==> src/source/rv_pkg.sv <==
package rv_pkg;

    localparam int xlen            = 32;
    localparam int dmem_words_dflt = 64;

    typedef logic [xlen-1:0] word_t;
    typedef logic [4:0]      reg_addr_t;

    localparam logic [6:0] opc_op     = 7'b0110011;
    localparam logic [6:0] opc_op_imm = 7'b0010011;
    localparam logic [6:0] opc_lui    = 7'b0110111;
    localparam logic [6:0] opc_auipc  = 7'b0010111;
    localparam logic [6:0] opc_load   = 7'b0000011;
    localparam logic [6:0] opc_store  = 7'b0100011;

    typedef struct packed {
        logic [6:0] funct7;
        reg_addr_t  rs2;
        reg_addr_t  rs1;
        logic [2:0] funct3;
        reg_addr_t  rd;
        logic [6:0] opcode;
    } r_view_t;

    typedef struct packed {
        logic [6:0] imm_hi;
        reg_addr_t  rs2;
        reg_addr_t  rs1;
        logic [2:0] funct3;
        logic [4:0] imm_lo;
        logic [6:0] opcode;
    } s_view_t;

    typedef struct packed {
        logic [19:0] imm;
        reg_addr_t   rd;
        logic [6:0]  opcode;
    } u_view_t;

    typedef union packed {
        r_view_t r;
        s_view_t s;
        u_view_t u;
    } inst_u;

    typedef enum logic [1:0] {op1_rs1, op1_pc, op1_zero} op1_sel_e;
    typedef enum logic [1:0] {op2_rs2, op2_imi, op2_ims, op2_imu} op2_sel_e;
    typedef enum logic [2:0] {alu_add, alu_sub, alu_and, alu_or, alu_xor} alu_op_e;

    typedef struct packed {
        op1_sel_e  op1_sel;
        op2_sel_e  op2_sel;
        alu_op_e   alu_op;
        reg_addr_t rd;
        logic      reg_write;
        logic      mem_read;
        logic      mem_write;
    } ctrl_t;

    typedef enum logic [1:0] {fw_sel_exe, fw_sel_mem, fw_sel_wbk} fw_sel_e;

endpackage

==> src/source/fw_bus_if.sv <==
`timescale 1ns/10ps

interface fw_bus_if import rv_pkg::*; ();

    logic      valid;
    reg_addr_t addr;
    word_t     wdata;
    logic      fwdable;   // Low while a load result is still in flight.

    modport producer (
        output valid, addr, wdata, fwdable
    );

    modport consumer (
        input valid, addr, wdata, fwdable
    );

endinterface

==> src/source/data_select_stage.sv <==
`timescale 1ns/10ps

module data_select_stage import rv_pkg::*; (
    input  logic       valid,
    input  word_t      pc,
    input  reg_addr_t  rs1_addr,
    input  reg_addr_t  rs2_addr,
    input  ctrl_t      ctrl,
    input  word_t      imm_i,
    input  word_t      imm_s,
    input  word_t      imm_u,
    input  word_t      rs1_data,
    input  word_t      rs2_data,
    fw_bus_if.consumer fw_exe,
    fw_bus_if.consumer fw_mem,
    fw_bus_if.consumer fw_wbk,
    output word_t      next_op1_data,
    output word_t      next_op2_data,
    output word_t      next_rs2_data,
    output logic       is_datahazard
);

    function automatic fw_sel_e pick(input logic [2:0] hit);
        fw_sel_e sel;
        if (hit[fw_sel_exe]) sel = fw_sel_exe;   // Youngest result wins.
        else if (hit[fw_sel_mem]) sel = fw_sel_mem;
        else sel = fw_sel_wbk;
        return sel;
    endfunction

    logic [2:0]      fw_valid;
    logic [2:0]      fw_ok;
    reg_addr_t [2:0] fw_addr;
    word_t [2:0]     fw_wdata;
    logic [2:0]      hit1;
    logic [2:0]      hit2;
    fw_sel_e         src1;
    fw_sel_e         src2;
    word_t           rs1_val;
    word_t           rs2_val;
    logic            use1;
    logic            use2;

    assign fw_valid = {fw_wbk.valid, fw_mem.valid, fw_exe.valid};
    assign fw_ok    = {fw_wbk.fwdable, fw_mem.fwdable, fw_exe.fwdable};
    assign fw_addr  = {fw_wbk.addr, fw_mem.addr, fw_exe.addr};
    assign fw_wdata = {fw_wbk.wdata, fw_mem.wdata, fw_exe.wdata};

    always_comb begin
        for (int i = 0; i < 3; i++) begin
            hit1[i] = fw_valid[i] && fw_addr[i] == rs1_addr && rs1_addr != '0;
            hit2[i] = fw_valid[i] && fw_addr[i] == rs2_addr && rs2_addr != '0;
        end
    end

    assign src1    = pick(hit1);
    assign src2    = pick(hit2);
    assign rs1_val = (|hit1) ? fw_wdata[src1] : rs1_data;
    assign rs2_val = (|hit2) ? fw_wdata[src2] : rs2_data;

    // Only operands the instruction really reads can stall it.
    assign use1 = ctrl.op1_sel == op1_rs1;
    assign use2 = ctrl.op2_sel == op2_rs2 || ctrl.mem_write;

    assign is_datahazard = valid && ((use1 && |hit1 && !fw_ok[src1]) ||
                                     (use2 && |hit2 && !fw_ok[src2]));

    always_comb begin
        case (ctrl.op1_sel)
            op1_rs1: next_op1_data = rs1_val;
            op1_pc:  next_op1_data = pc;
            default: next_op1_data = '0;
        endcase
        case (ctrl.op2_sel)
            op2_rs2: next_op2_data = rs2_val;
            op2_imi: next_op2_data = imm_i;
            op2_ims: next_op2_data = imm_s;
            default: next_op2_data = imm_u;
        endcase
    end

    assign next_rs2_data = rs2_val;   // Store data.

endmodule

==> src/flat_wrapper.sv <==
// flat-port wrapper written by rule: the top's interface ports become plain ports
module data_select_stage_flat import rv_pkg::*;
  (valid, pc, rs1_addr, rs2_addr, ctrl, imm_i, imm_s, imm_u, rs1_data, rs2_data, next_op1_data, next_op2_data, next_rs2_data, is_datahazard, fw_exe_valid, fw_exe_addr, fw_exe_wdata, fw_exe_fwdable, fw_mem_valid, fw_mem_addr, fw_mem_wdata, fw_mem_fwdable, fw_wbk_valid, fw_wbk_addr, fw_wbk_wdata, fw_wbk_fwdable);
  fw_bus_if fw_exe_i ();
  fw_bus_if fw_mem_i ();
  fw_bus_if fw_wbk_i ();
  input  logic valid;
  input  word_t pc;
  input  reg_addr_t rs1_addr;
  input  reg_addr_t rs2_addr;
  input  ctrl_t ctrl;
  input  word_t imm_i;
  input  word_t imm_s;
  input  word_t imm_u;
  input  word_t rs1_data;
  input  word_t rs2_data;
  output word_t next_op1_data;
  output word_t next_op2_data;
  output word_t next_rs2_data;
  output logic is_datahazard;
  input wire logic [$bits(fw_exe_i.valid)-1:0] fw_exe_valid;
  input wire logic [$bits(fw_exe_i.addr)-1:0] fw_exe_addr;
  input wire logic [$bits(fw_exe_i.wdata)-1:0] fw_exe_wdata;
  input wire logic [$bits(fw_exe_i.fwdable)-1:0] fw_exe_fwdable;
  input wire logic [$bits(fw_mem_i.valid)-1:0] fw_mem_valid;
  input wire logic [$bits(fw_mem_i.addr)-1:0] fw_mem_addr;
  input wire logic [$bits(fw_mem_i.wdata)-1:0] fw_mem_wdata;
  input wire logic [$bits(fw_mem_i.fwdable)-1:0] fw_mem_fwdable;
  input wire logic [$bits(fw_wbk_i.valid)-1:0] fw_wbk_valid;
  input wire logic [$bits(fw_wbk_i.addr)-1:0] fw_wbk_addr;
  input wire logic [$bits(fw_wbk_i.wdata)-1:0] fw_wbk_wdata;
  input wire logic [$bits(fw_wbk_i.fwdable)-1:0] fw_wbk_fwdable;
  assign fw_exe_i.valid = fw_exe_valid;
  assign fw_exe_i.addr = fw_exe_addr;
  assign fw_exe_i.wdata = fw_exe_wdata;
  assign fw_exe_i.fwdable = fw_exe_fwdable;
  assign fw_mem_i.valid = fw_mem_valid;
  assign fw_mem_i.addr = fw_mem_addr;
  assign fw_mem_i.wdata = fw_mem_wdata;
  assign fw_mem_i.fwdable = fw_mem_fwdable;
  assign fw_wbk_i.valid = fw_wbk_valid;
  assign fw_wbk_i.addr = fw_wbk_addr;
  assign fw_wbk_i.wdata = fw_wbk_wdata;
  assign fw_wbk_i.fwdable = fw_wbk_fwdable;
  data_select_stage u_core (.valid(valid), .pc(pc), .rs1_addr(rs1_addr), .rs2_addr(rs2_addr), .ctrl(ctrl), .imm_i(imm_i), .imm_s(imm_s), .imm_u(imm_u), .rs1_data(rs1_data), .rs2_data(rs2_data), .fw_exe(fw_exe_i), .fw_mem(fw_mem_i), .fw_wbk(fw_wbk_i), .next_op1_data(next_op1_data), .next_op2_data(next_op2_data), .next_rs2_data(next_rs2_data), .is_datahazard(is_datahazard));
endmodule
==> config.mk <==
export PLATFORM = sky130hd
export DESIGN_NAME = data_select_stage_flat
export DESIGN_NICKNAME = d
export VERILOG_FILES = /design/src/source/rv_pkg.sv /design/src/source/fw_bus_if.sv /design/src/source/data_select_stage.sv /design/src/flat_wrapper.sv
export SDC_FILE = /design/constraint.sdc
export NUM_CORES = 1
export LEC_CHECK = 0
export BUFFER_PORTS_ARGS = -buffer_cell sky130_fd_sc_hd__buf_2
export CAP_MARGIN = 20
export CORE_AREA = 2 2 167 169
export DETAILED_ROUTE_END_ITERATION = 6
export DIE_AREA = 0 0 169 171
export SLEW_MARGIN = 20
export SYNTH_ARGS = -nofsm -noshare
export SYNTH_HDL_FRONTEND = slang
export SYNTH_SLANG_ARGS = --single-unit
==> constraint.sdc <==
create_clock -name vclk -period 8.9
set_clock_uncertainty 0.1 [all_clocks]
set_input_delay 2.67 -clock vclk [all_inputs]
set_output_delay 2.67 -clock vclk [all_outputs]
set_load 0.02 [all_outputs]
==> impl_metrics.json, run 1 <==
{
  "first_pass_iters": 6,
  "core_um2": 27320,
  "place_congestion": 0.8813,
  "dr_total_vias": 6656,
  "port_buffers": 422,
  "dr_wl_met2_um": 11660,
  "initial_core_util": 0.1360,
  "nFillCells": 3124,
  "die_height_um": 171,
  "worst_setup_path_end_kind": "primary output",
  "syn-cell-area_um2": 3716,
  "cts_resized": 0,
  "holdWs_ns": 5.566,
  "final_util": 0.2267,
  "drt-initial-drc-count": 505,
  "critPathKind": "in2out",
  "start_kind": "input port",
  "routed-wl-met3_um": 2250,
  "ant_nets": 0,
  "finalCritPeriodShare": 0.8976,
  "place_hpwl_um": 21120,
  "synth_nets": 960,
  "viasPerCell": 4.956,
  "worstPathArrival_ns": 5.22,
  "finalMaxSlewViolations": 0,
  "worstMarginPinSlew_ns": 1.016,
  "die_w_um": 169,
  "ctsHoldBuffers": 0,
  "grt_start_max_net_pins": 65,
  "drive_gt1_frac": 0.4658,
  "grt_pass1_vias": 5872,
  "regArea_um2": 0,
  "avgSynthCellArea_um2": 5.946,
  "yosysWarnings": 0,
  "grt-ovfl-total": 0,
  "max_freq_mhz": 125.2,
  "rsz0062_at_grt": "false",
  "die-area_um2": 28900,
  "wl_per_cell_um": 19.07,
  "io_pins": 432,
  "n_sequential_cell": 0,
  "worstHoldPathType": "in2out",
  "postCtsSetupBuffers": 0,
  "grt_antenna_before_repair": 4,
  "finalSetupTns_ns": 0,
  "timing.slew.headroom": 0.3214,
  "multiInputGateArea_um2": 3447,
  "grt_pass1_wl_um": 35090,
  "syn_to_final_growth_pct": 66.67,
  "status": "finished, final reports clean",
  "setup_viol": 0,
  "cap_violations": 0,
  "ys_seq_area_frac": 0,
  "remaining_drc_errors": 0,
  "worstPathRequired_ns": 6.13,
  "hold_depth": 4,
  "rows": 61,
  "grt_use_total": 0.1571,
  "routed_wirelength_um": 25610,
  "path_max_fanout": 18,
  "routed.top_layer": "met5",
  "nNetsFinal": 1331,
  "hold_violations": 0,
  "wl_met1_um": 11100,
  "synth.distinct_cells": 44,
  "synthCells": 625,
  "nClkBuffers": 0,
  "finalCriticalPeriod_ns": 7.989
}
## cells in the final DEF, fill, tap and decap left out, types with 5 or more instances in the layout
| cell type | n |
|---|---|
| buf_2 | 422 |
| nand2_1 | 95 |
| a21oi_1 | 91 |
| a31oi_1 | 62 |
| o21ai_0 | 62 |
| nand3_1 | 49 |
| a221o_1 | 34 |
| mux2i_1 | 32 |
| xnor2_1 | 25 |
| o2bb2ai_1 | 22 |
| buf_4 | 19 |
| nor2_1 | 8 |
| nand4_1 | 7 |
| a32oi_1 | 6 |
| and2_1 | 5 |
| xor2_1 | 5 |
| a21bo_2 | 5 |
| a21o_1 | 5 |
## through the flow
stage	area (um^2)	setup WS [ns]	cells
2_1_floorplan	3716	1.492	625
3_3_place_gp	6186	0.9215	1340
3_5_place_dp	6186	0.8923	1340
4_1_cts	6186	0.9041	1340
5_1_grt	6188	0.7007	1341
6_report	6193	0.9114	1343
## worst max-delay path, stage by stage
cell	delay (ns)
buf_2	0.14
or4_1	0.61
o211ai_1	0.25
or2_2	0.43
buf_4	0.30
nor2_1	0.06
a21oi_1	0.36
a21bo_2	0.23
buf_2	0.17
## worst paths after layout
check,from,end,slack (ns)
min,rs2_data[29],next_rs2_data[29],5.57
max,rs2_addr[1],next_op2_data[9],0.91
## cell usage after synthesis (3+ instances only)
master	number	area share
o211ai_1	3	0.0061
a221o_1	34	0.092
nand3_1	49	0.066
a31oi_1	62	0.10
nor2_1	12	0.012
nand4_1	7	0.012
mux2i_1	32	0.086
a21o_1	5	0.010
and2_1	5	0.0084
xor2_1	5	0.012
a32oi_1	6	0.014
or4_1	3	0.0061
o21ai_0	62	0.084
xnor2_1	25	0.059
o2bb2ai_1	22	0.052
a21bo_2	5	0.013
a21oi_1	91	0.12
clkbuf_1	58	0.059
nand2_1	95	0.096
inv_1	3	0.0030
buf_2	12	0.016
## cells by family after synthesis
kind of cell    Yosys count  share of synthesized area
xor+xnor                 30                    0.07071
compound gates          300                     0.5283
buf+inv                  77                    0.08485
simple gates            184                     0.2239
mux                      34                    0.09226
## layout make-up
type               count  share of cell area
repair buffers       443              0.3705
inverters              3            0.001818
well taps            346             0.06990
multi-input cells    548              0.5566
diodes                 3            0.001212
## layer usage
layer	global-route usage	vias to the layer above
li1	-	3147
met1	0.2118	3061
met2	0.2600	401
met3	0.03238	45
met4	0.03010	2
met5	0	-
==> run 2, diff against run 1 <==
Settings changed: RECOVER_POWER from default to 50.
==> run 2 against run 1 <==
  * First-iteration DRC count shrank 3.2%
  * Core utilization down 0.27 points
  * Critical path depth decreased by 1
  * Via count rose by 0.29%
  * Wire length about the same
  * Setup slack worse by 0.31 ns
  * Sequential cell count unchanged
  * Fmax decreased by 3.7%
  * Global-route usage stayed put
  * Count of clock-buffer cells in the layout stayed put
==> impl_metrics.json, run 2 (synthesized netlist as in run 1, its figures left out) <==
{
  "dr_total_vias": 6675,
  "nNetsFinal": 1331,
  "path_max_fanout": 18,
  "grt_pass1_wl_um": 35090,
  "finalMaxSlewViolations": 0,
  "routed_wirelength_um": 25630,
  "place_congestion": 0.8813,
  "finalCriticalPeriod_ns": 8.294,
  "worstHoldStart": "rs2_data[29]",
  "worstPathArrival_ns": 5.52,
  "setup_viol": 0,
  "syn_to_final_growth_pct": 64.71,
  "final_cell_mix": "382 x buf_2, 95 x nand2_1, 91 x a21oi_1",
  "hold_violations": 0,
  "cts_resized": 0,
  "finalSetupTns_ns": 0,
  "status": "finished, final reports clean",
  "initial_core_util": 0.1360,
  "grt_pass1_vias": 5872,
  "cap_violations": 0,
  "gr-usage-met1": 0.2118,
  "remaining_drc_errors": 0,
  "die-area_um2": 28900,
  "postCtsSetupBuffers": 0,
  "rows": 61,
  "rsz0062_at_grt": "false",
  "io_pins": 432,
  "crit_start": "rs1_addr[1]",
  "finalCritPeriodShare": 0.9319,
  "ctsHoldBuffers": 0,
  "worstHoldPathType": "in2out",
  "ir_drop_v": 0.00002410,
  "nClkBuffers": 0,
  "leakage_nw": 2.805,
  "drive_gt1_frac": 0.4225,
  "critPathKind": "in2out",
  "timing.slew.headroom": 0.1900,
  "viasPerCell": 4.974,
  "worst_setup_path_end_kind": "primary output",
  "nFillCells": 3139,
  "busiest_layer": "met2",
  "grt_use_met3": 0.03238,
  "ant_nets": 0,
  "n_sequential_cell": 0,
  "hold_depth": 4,
  "drt-initial-drc-count": 489,
  "grt-ovfl-total": 0,
  "power_w": 0.0003398,
  "worstPathRequired_ns": 6.13,
  "multiInputGateArea_um2": 3435,
  "mostFrequentLayoutCell": "buf_2",
  "final_cells": 1342,
  "die_w_um": 169,
  "grt_antenna_before_repair": 4,
  "die_height_um": 171,
  "holdPathEnd": "next_rs2_data[29]",
  "use_met2": 0.2600,
  "max_freq_mhz": 120.6,
  "place_hpwl_um": 21120,
  "regArea_um2": 0,
  "wl_per_cell_um": 19.10,
  "start_kind": "input port",
  "holdWs_ns": 5.566,
  "place_inst": 1340,
  "grt_start_max_net_pins": 65,
  "worstMarginPinSlew_ns": 1.215,
  "first_pass_iters": 6,
  "grt_use_total": 0.1571,
  "powerDensity_nw_per_um2": 55.51,
  "port_buffers": 422,
  "core_um2": 27320
}
## run 2: changes by cell type in the layout (fill, tap and decap cells not counted)
cell,delta
diode_2,-1
a211oi_4,-1
clkbuf_1,+42
buf_2,-40
buf_4,-2
a211oi_1,+1
## run 2: layout make-up
type	count	share of cell area
tap	346	0.07073
timing repair buffer	443	0.3655
antenna	2	0.0008177
inverter	3	0.001840
multi-input combinational	548	0.5611
## run 2: how the worst max path moves through the flow
stage / end / cells after the start
2_1_floorplan: next_op2_data[11] / 8
3_3_place_gp: next_op2_data[9] / 9
3_5_place_dp: next_op2_data[9] / 9
4_1_cts: next_op2_data[9] / 9
5_1_grt: next_op1_data[22] / 9
6_report: next_op1_data[22] / 8
## run 2: per-layer routing
layer / routed length (um) / part of all wire
met1: 10760 / 0.42
met2: 11670 / 0.46
met3: 2636 / 0.10
met4: 546 / 0.021
met5: 13 / 0.00051
## run 2: per-stage QoR
step / setup WS, ns / instance area (um^2) / utilization
final: 0.6063 / 6121 / 0.2240
after global routing: 0.3570 / 6118 / 0.2239
after CTS: 0.9041 / 6186 / 0.2264
after detailed placement: 0.8923 / 6186 / 0.2264
after global placement: 0.9215 / 6186 / 0.2264
after floorplan: 1.492 / 3716 / -
## run 2: power by group
part / internal [W] / switching, W / leakage [nW]
sequential: 0 / 0 / 0
clock: 0.0000000000301 / 0 / 0.0000127
combinational: 0.000137 / 0.000203 / 2.80
total: 0.000137 / 0.000203 / 2.80
## run 2: worst max-delay path: stages
cell and delay, ns:
buf_2 0.13, or4_1 0.55, nor2_1 0.16, or4_2 0.30
and4b_1 0.26, clkbuf_1 0.90, a221o_1 0.28, clkbuf_1 0.25
No activity file was read; power rests on OpenSTA's default activity.
